==> config.mk <==
export PLATFORM = sky130hd
export DESIGN_NAME = pipe_ctrl_top
export DESIGN_NICKNAME = d
export VERILOG_FILES = /design/src/design/pipe_pkg.sv /design/src/design/pipe_ctrl_top.sv /design/src/design/pipe_stages.sv /design/src/design/pipeline_control.sv /design/src/design/ex_busy.sv /design/src/design/hazard_detect.sv
export VERILOG_INCLUDE_DIRS = /design/src /design/src/include
export SDC_FILE = /design/constraint.sdc
export NUM_CORES = 1
export LEC_CHECK = 0
export BUFFER_PORTS_ARGS = -buffer_cell sky130_fd_sc_hd__buf_2
export CAP_MARGIN = 20
export CORE_MARGIN = 4
export CORE_UTILIZATION = 44
export CTS_BUF_LIST = sky130_fd_sc_hd__clkbuf_4 sky130_fd_sc_hd__clkbuf_8
export CTS_CLUSTER_SIZE = 28
export DETAILED_ROUTE_END_ITERATION = 6
export PLACE_DENSITY = 0.7
export SLEW_MARGIN = 20
export SYNTH_ARGS = -nofsm -noshare
export SYNTH_HDL_FRONTEND = slang
export SYNTH_SLANG_ARGS = --single-unit
==> constraint.sdc <==
create_clock -name clk -period 3.3 [get_ports clk]
set_input_delay 0.33 -clock clk [delete_from_list [all_inputs] [get_ports clk]]
set_output_delay 0.33 -clock clk [all_outputs]
set_load 0.03 [all_outputs]
==> src/include/pipe_defs.svh <==
`ifndef PIPE_DEFS_SVH
`define PIPE_DEFS_SVH

// stage count as printed in assertion messages
`define PIPE_DEPTH_STR "5-stage"

`endif
==> src/design/pipe_pkg.sv <==
package pipe_pkg;

  localparam int NUM_STAGES = 5;

  // bit positions in the stall and flush vectors, WB is the msb
  localparam int STG_IF  = 0;
  localparam int STG_ID  = 1;
  localparam int STG_EX  = 2;
  localparam int STG_MEM = 3;
  localparam int STG_WB  = 4;

  localparam int TAG_W         = 8;
  localparam int REG_W         = 5;
  localparam int MULDIV_CYCLES = 4;                       // cycles a mul/div sits in EX
  localparam int MD_CNT_W      = $clog2(MULDIV_CYCLES);

  // stall / flush codes per request, order is WB MEM EX ID IF
  localparam logic [NUM_STAGES-1:0] MEM_WAIT_STALL = 5'b01111;
  localparam logic [NUM_STAGES-1:0] MEM_WAIT_FLUSH = 5'b10000;
  localparam logic [NUM_STAGES-1:0] MULDIV_STALL   = 5'b00111;
  localparam logic [NUM_STAGES-1:0] MULDIV_FLUSH   = 5'b01000;
  localparam logic [NUM_STAGES-1:0] JUMP_STALL     = 5'b00000;
  localparam logic [NUM_STAGES-1:0] JUMP_FLUSH     = 5'b00110;  // kill the two younger ones
  localparam logic [NUM_STAGES-1:0] LOAD_USE_STALL = 5'b00011;
  localparam logic [NUM_STAGES-1:0] LOAD_USE_FLUSH = 5'b00100;  // one bubble into EX

  typedef struct packed {
    logic [TAG_W-1:0] tag;
    logic [REG_W-1:0] rd;
    logic [REG_W-1:0] rs1;
    logic [REG_W-1:0] rs2;
    logic             is_load;    // writes rd in MEM, may wait on memory
    logic             is_muldiv;
    logic             is_jump;
  } instr_t;

  typedef struct packed {
    logic   valid;
    instr_t instr;
  } stage_t;

  typedef struct packed {
    logic load_use;
    logic jump;
    logic muldiv_busy;
    logic mem_wait;
  } pipe_req_t;

endpackage

==> src/design/pipe_ctrl_top.sv <==
module pipe_ctrl_top
  import pipe_pkg::*;
(
  input  logic   clk,
  input  logic   rst,
  input  logic   in_valid_i,
  input  instr_t in_instr_i,
  output logic   in_ready_o,
  input  logic   mem_ready_i,
  output logic   retire_valid_o,
  output instr_t retire_instr_o
);

  stage_t                id_stage;
  stage_t                ex_stage;
  stage_t                mem_stage;
  stage_t                wb_stage;
  logic                  load_use;
  logic                  jump;
  logic                  muldiv_busy;
  logic                  mem_wait;
  pipe_req_t             req;
  logic [NUM_STAGES-1:0] stall;
  logic [NUM_STAGES-1:0] flush;

  // only a load in MEM depends on the data bus
  assign mem_wait = mem_stage.valid && mem_stage.instr.is_load && !mem_ready_i;

  assign req = '{
    load_use:    load_use,
    jump:        jump,
    muldiv_busy: muldiv_busy,
    mem_wait:    mem_wait
  };

  assign in_ready_o     = !stall[STG_IF];
  assign retire_valid_o = wb_stage.valid;
  assign retire_instr_o = wb_stage.instr;

  pipe_stages u_stages (
    .clk         (clk),
    .rst         (rst),
    .in_valid_i  (in_valid_i),
    .in_instr_i  (in_instr_i),
    .stall_i     (stall),
    .flush_i     (flush),
    .id_stage_o  (id_stage),
    .ex_stage_o  (ex_stage),
    .mem_stage_o (mem_stage),
    .wb_stage_o  (wb_stage)
  );

  hazard_detect u_hazard (
    .id_stage_i (id_stage),
    .ex_stage_i (ex_stage),
    .load_use_o (load_use),
    .jump_o     (jump)
  );

  ex_busy u_ex_busy (
    .clk        (clk),
    .rst        (rst),
    .ex_stage_i (ex_stage),
    .mem_wait_i (mem_wait),
    .busy_o     (muldiv_busy)
  );

  pipeline_control u_ctrl (
    .req_i   (req),
    .stall_o (stall),
    .flush_o (flush)
  );

endmodule

==> src/design/pipe_stages.sv <==
`include "pipe_defs.svh"

module pipe_stages
  import pipe_pkg::*;
(
  input  logic                  clk,
  input  logic                  rst,
  input  logic                  in_valid_i,
  input  instr_t                in_instr_i,
  input  logic [NUM_STAGES-1:0] stall_i,
  input  logic [NUM_STAGES-1:0] flush_i,
  output stage_t                id_stage_o,
  output stage_t                ex_stage_o,
  output stage_t                mem_stage_o,
  output stage_t                wb_stage_o
);

  stage_t stg_q [NUM_STAGES];  // indexed by STG_*
  stage_t stg_d [NUM_STAGES];  // what each stage takes when it advances

  assign stg_d[STG_IF] = '{valid: in_valid_i, instr: in_instr_i};

  for (genvar i = 1; i < NUM_STAGES; i++) begin : g_link
    assign stg_d[i] = stg_q[i-1];
  end

  // flush beats stall, only valid is cleared on a bubble
  always_ff @(posedge clk) begin
    for (int i = 0; i < NUM_STAGES; i++) begin
      if (rst || flush_i[i]) begin
        stg_q[i].valid <= 1'b0;
      end else if (!stall_i[i]) begin
        stg_q[i] <= stg_d[i];
      end
    end
  end

  assign id_stage_o  = stg_q[STG_ID];
  assign ex_stage_o  = stg_q[STG_EX];
  assign mem_stage_o = stg_q[STG_MEM];
  assign wb_stage_o  = stg_q[STG_WB];  // retire port

  a_no_overlap: assert property (@(posedge clk) disable iff (rst)
    (stall_i & flush_i) == '0)
    else $error("%s pipe: stall %b and flush %b overlap",
                `PIPE_DEPTH_STR, stall_i, flush_i);

  // a held instruction stays put and stays valid
  for (genvar i = 0; i < NUM_STAGES; i++) begin : g_chk
    a_hold: assert property (@(posedge clk) disable iff (rst)
      stall_i[i] && stg_q[i].valid |=>
        stg_q[i].valid && (stg_q[i].instr.tag == $past(stg_q[i].instr.tag)))
      else $error("%s pipe: stage %0d changed while stalled", `PIPE_DEPTH_STR, i);
  end

endmodule

==> src/design/pipeline_control.sv <==
module pipeline_control
  import pipe_pkg::*;
(
  input  pipe_req_t             req_i,
  output logic [NUM_STAGES-1:0] stall_o,
  output logic [NUM_STAGES-1:0] flush_o
);

  // later stages win, a stalled stage freezes everything behind it
  always_comb begin
    stall_o = '0;
    flush_o = '0;
    if (req_i.mem_wait) begin
      // load in MEM waits, WB drains into a bubble
      stall_o = MEM_WAIT_STALL;
      flush_o = MEM_WAIT_FLUSH;
    end else if (req_i.muldiv_busy) begin
      stall_o = MULDIV_STALL;
      flush_o = MULDIV_FLUSH;
    end else if (req_i.jump) begin
      // jump moves on, ID and EX take bubbles
      stall_o = JUMP_STALL;
      flush_o = JUMP_FLUSH;
    end else if (req_i.load_use) begin
      stall_o = LOAD_USE_STALL;
      flush_o = LOAD_USE_FLUSH;
    end
  end

endmodule

==> src/design/ex_busy.sv <==
`include "pipe_defs.svh"

module ex_busy
  import pipe_pkg::*;
(
  input  logic   clk,
  input  logic   rst,
  input  stage_t ex_stage_i,
  input  logic   mem_wait_i,
  output logic   busy_o
);

  logic                ex_md;
  logic                started_q;  // counter holds the op now in EX
  logic [MD_CNT_W-1:0] cnt_q;
  logic [MD_CNT_W-1:0] remain;     // busy cycles left, this one included

  assign ex_md  = ex_stage_i.valid && ex_stage_i.instr.is_muldiv;
  assign remain = started_q ? cnt_q : MD_CNT_W'(MULDIV_CYCLES - 1);
  assign busy_o = ex_md && (remain != '0);

  always_ff @(posedge clk) begin
    if (rst) begin
      started_q <= 1'b0;
      cnt_q     <= '0;
    end else if (ex_md) begin
      if (mem_wait_i) begin
        // whole EX frozen, no progress
        started_q <= 1'b1;
        cnt_q     <= remain;
      end else if (remain != '0) begin
        started_q <= 1'b1;
        cnt_q     <= remain - 1'b1;
      end else begin
        started_q <= 1'b0;  // op moves to MEM at this edge
      end
    end
  end

  a_cnt_range: assert property (@(posedge clk) disable iff (rst)
    cnt_q <= MULDIV_CYCLES - 1)
    else $error("%s pipe: mul/div counter at %0d", `PIPE_DEPTH_STR, cnt_q);

  // counter state must never outlive the op it was loaded for
  a_cnt_owner: assert property (@(posedge clk) disable iff (rst)
    started_q |-> ex_md)
    else $error("%s pipe: mul/div counter active with no mul/div in EX", `PIPE_DEPTH_STR);

endmodule

==> src/design/hazard_detect.sv <==
module hazard_detect
  import pipe_pkg::*;
(
  input  stage_t id_stage_i,
  input  stage_t ex_stage_i,
  output logic   load_use_o,
  output logic   jump_o
);

  logic [REG_W-1:0] ex_rd;
  logic             ex_load;
  logic             rs1_hit;
  logic             rs2_hit;
  logic [2:0]       ex_class;

  assign ex_rd = ex_stage_i.instr.rd;

  // x0 never produces a hazard
  assign ex_load = ex_stage_i.valid && ex_stage_i.instr.is_load && (ex_rd != '0);

  // source operands of the instruction waiting in ID
  assign rs1_hit = (id_stage_i.instr.rs1 == ex_rd);
  assign rs2_hit = (id_stage_i.instr.rs2 == ex_rd);

  assign load_use_o = ex_load && id_stage_i.valid && (rs1_hit || rs2_hit);
  assign jump_o     = ex_stage_i.valid && ex_stage_i.instr.is_jump;  // resolved in EX

  assign ex_class = {
    ex_stage_i.instr.is_load,
    ex_stage_i.instr.is_muldiv,
    ex_stage_i.instr.is_jump
  };

  // the priority table assumes a jump is never also a load or a mul/div
  always_comb begin
    if (load_use_o || jump_o) begin
      assert final ($onehot0(ex_class))
        else $error("hazard_detect: EX tag %0h has class flags %b",
                    ex_stage_i.instr.tag, ex_class);
    end
  end

endmodule

==> impl_metrics.json <==
{
  "drive_gt1_share_pct": 33.7,
  "overflow": 0,
  "finalHoldViolCount": 0,
  "clock_sinks": 138,
  "antenna_cells": 0,
  "status": "completed",
  "grt_pass1_vias": 1925,
  "pwr-share-clk_pct": 34.8,
  "antenna_found_initial": 0,
  "ys_seq_area_share_pct": 91.0,
  "tightest_slew_ns": 0.456,
  "route.detailed.drc": 0,
  "switchingPower_w": 0.000768,
  "initial_core_util_pct": 45.7,
  "hpwl_um": 3910,
  "cts_buffer_depth": 2,
  "finalSetupTns_ns": 0,
  "ys_types": 25,
  "postSynthNetCount": 232,
  "synth_xor_area_share_pct": 1.94,
  "syn_area_um2": 4510,
  "fin_crit_sh_pct": 75.3,
  "fillers": 756,
  "cp_data_required_time_ns": 2.97,
  "synthAdderAreaFrac_pct": 0.277,
  "fp.dieH_um": 109,
  "ys_seq_elements": 138,
  "synth_compound_area_share_pct": 2.25,
  "power_density_nw_per_um2": 668,
  "ctsResizeCount": 0,
  "min_path_cells": 1,
  "globalRouteMet1Util_pct": 13.7,
  "power_frac_comb_pct": 5.5,
  "post-route-min-period_ns": 2.49,
  "design_area_um2": 5370,
  "crit_path_end_kind": "output port",
  "dpl_cell_area_um2": 5000,
  "clock_skew_ns": 0.00646,
  "num-nets-final": 312,
  "core_area_um2": 9860,
  "grt_max_degree": 31,
  "worstSkewPairLatency_ns": 0.42,
  "max_freq_mhz": 402,
  "wirelength_um": 5880,
  "viasPerCell": 4.50,
  "h-tree-depth": 4,
  "num_rows": 36,
  "hold_path.class": "in -> reg",
  "ir_worst_vdd_v": 0.000317,
  "finalMaxSlewViolations": 0,
  "max-cap-violations": 0,
  "clk_pin_slew_ns": 0.07,
  "yosys_warnings": 0,
  "wl_per_cell_um": 13.8,
  "ios": 58,
  "ant_nets": 0,
  "cts_made_buffers": 17,
  "drt_iter0_markers": 143,
  "cp_max_fo": 5,
  "synthCells": 201,
  "area_growth_pct": 19.2,
  "critical_path.startpoint_type": "register",
  "use_met3_pct": 4.68,
  "vias": 1923,
  "die_w_um": 109,
  "busiest_layer": "met2",
  "drtPass1Iterations": 4,
  "synthSimpleGateAreaFrac_pct": 4.11,
  "cts_hold_buf": 0,
  "postCtsSetupRepairBufs": 0,
  "p_leak_nw": 1.92,
  "grt_pass1_wl_um": 9360,
  "synth_area_per_cell_um2": 22.4,
  "dieArea_um2": 11900,
  "rsz0062_at_grt": "false",
  "gr-usage-met2_pct": 16.4,
  "p_seq_share_pct": 59.8,
  "arrival_ns": 2.16,
  "yosys-mux-area-fraction_pct": 0,
  "grt_use_total_pct": 11.1,
  "reg2regPathDepth": 7,
  "slew_headroom_pct": 69.6,
  "cts_root_buffer": "clkbuf_8",
  "setup_viol": 0,
  "swShare_pct": 21.4,
  "utilization_pct": 54.5,
  "tritoncts": "built",
  "port-buffer-count": 57,
  "criticalPathCategory": "reg -> out",
  "synth_top_family_by_area": "simple AND/OR/NAND/NOR gates",
  "power.internal_w": 0.00282,
  "gp_congestion": 0.732
}
layer usage:
metal | vias to the layer above | share of wire (%)
met2 | 62 | 48
met1 | 906 | 44
met3 | 6 | 6.4
li1 | 949 | -
met5 | - | 0
met4 | 0 | 1.5
logic make-up after synthesis:
group,after synthesis
fa+ha+maj,1
simple gates,33
buf+inv,3
flops,138
compound gates,16
xor+xnor,10
worst paths after layout:
path / startpoint / to / slack, ns
setup / recovery: u_ex_busy.started_q / in_ready_o / 0.81
hold reg to reg: u_stages.stg_q[1][23] / u_stages.stg_q[2][23] / 0.42
hold / removal: in_instr_i[20] / u_stages.stg_q[0][20] / 0.08
setup reg to reg: u_ex_busy.started_q / u_stages.stg_q[1][14] / 1.14
state kept, by name (all words and copies together) (netlist names):
register	flops
u_ex_busy.started_q	1
u_stages.stg_q	135
u_ex_busy.cnt_q	2
layout by cell type, fill, tap and decap left out, types with 4 or more instances in the layout:
cell | synthesis | final
dfxtp_1 | 4 | 4
xnor2_1 | 10 | 10
nand2_1 | 10 | 10
nand3_1 | 5 | 5
edfxtp_1 | 134 | 134
clkbuf_8 | 0 | 17
buf_2 | 0 | 57
clkinv_2 | 0 | 4
buf_4 | 0 | 5
a21oi_1 | 8 | 6
cell usage after synthesis, drive strengths merged:
cell    instances  area, um2
a21boi          1       7.51
a21oi           8       40.0
a311oi          2       17.5
a31oi           3       18.8
and2            4       27.5
and3            1       7.51
and3b           2       17.5
buf             1       11.3
dfxtp           4       80.1
edfxtp        134       4020
ha              1       12.5
inv             2       7.51
nand2          10       37.5
nand3           5       25.0
nand3b          1       7.51
nor2            4       15.0
nor2b           2       12.5
nor3            2       21.3
nor3b           1       7.51
o21ai           1       5.00
o22ai           1       12.5
or2             1       6.26
xnor2          10       87.6
worst max-delay path: stages (launching register included):
cell and delay, ns:
dfxtp_1 0.38, nor2b_1 0.22, ha_1 0.25, and3b_1 0.25, or2_1 0.24, a21oi_1 0.16
buf_2 0.23
per-stage QoR:
stage | instances | total power (W) | setup WS, ns | hold WS (ns)
final | 427 | 0.00359 | 0.815 | 0.0823
after global routing | 427 | 0.00374 | 0.708 | 0.0369
after CTS | 427 | 0.00364 | 0.832 | 0.0435
after detailed placement | 395 | 0.00239 | 1.18 | 0.405
after global placement | 395 | 0.00237 | 1.31 | 0.403
after floorplan | 201 | 0.00230 | -0.313 | 0.399
layout make-up:
| type | count | area, um2 | share of cell area [%] |
|---|---|---|---|
| repair buffers | 62 | 323 | 6.01 |
| multi-input cells | 60 | 400 | 7.45 |
| clock buffers | 18 | 241 | 4.49 |
| flip-flops and latches | 138 | 4100 | 76.4 |
| clock inverters | 14 | 131 | 2.44 |
| well taps | 133 | 166 | 3.10 |
| inverters | 2 | 7.51 | 0.140 |
power by group through the flow:
stage | combinational, W | clock [W] | sequential (W)
after floorplan | 0.0000817 | 0 | 0.00222
after global placement | 0.000194 | 0 | 0.00218
after detailed placement | 0.000199 | 0 | 0.00219
after CTS | 0.000200 | 0.00129 | 0.00215
after global routing | 0.000213 | 0.00137 | 0.00216
final | 0.000196 | 0.00125 | 0.00215
No activity file was read; power rests on OpenSTA's default activity.
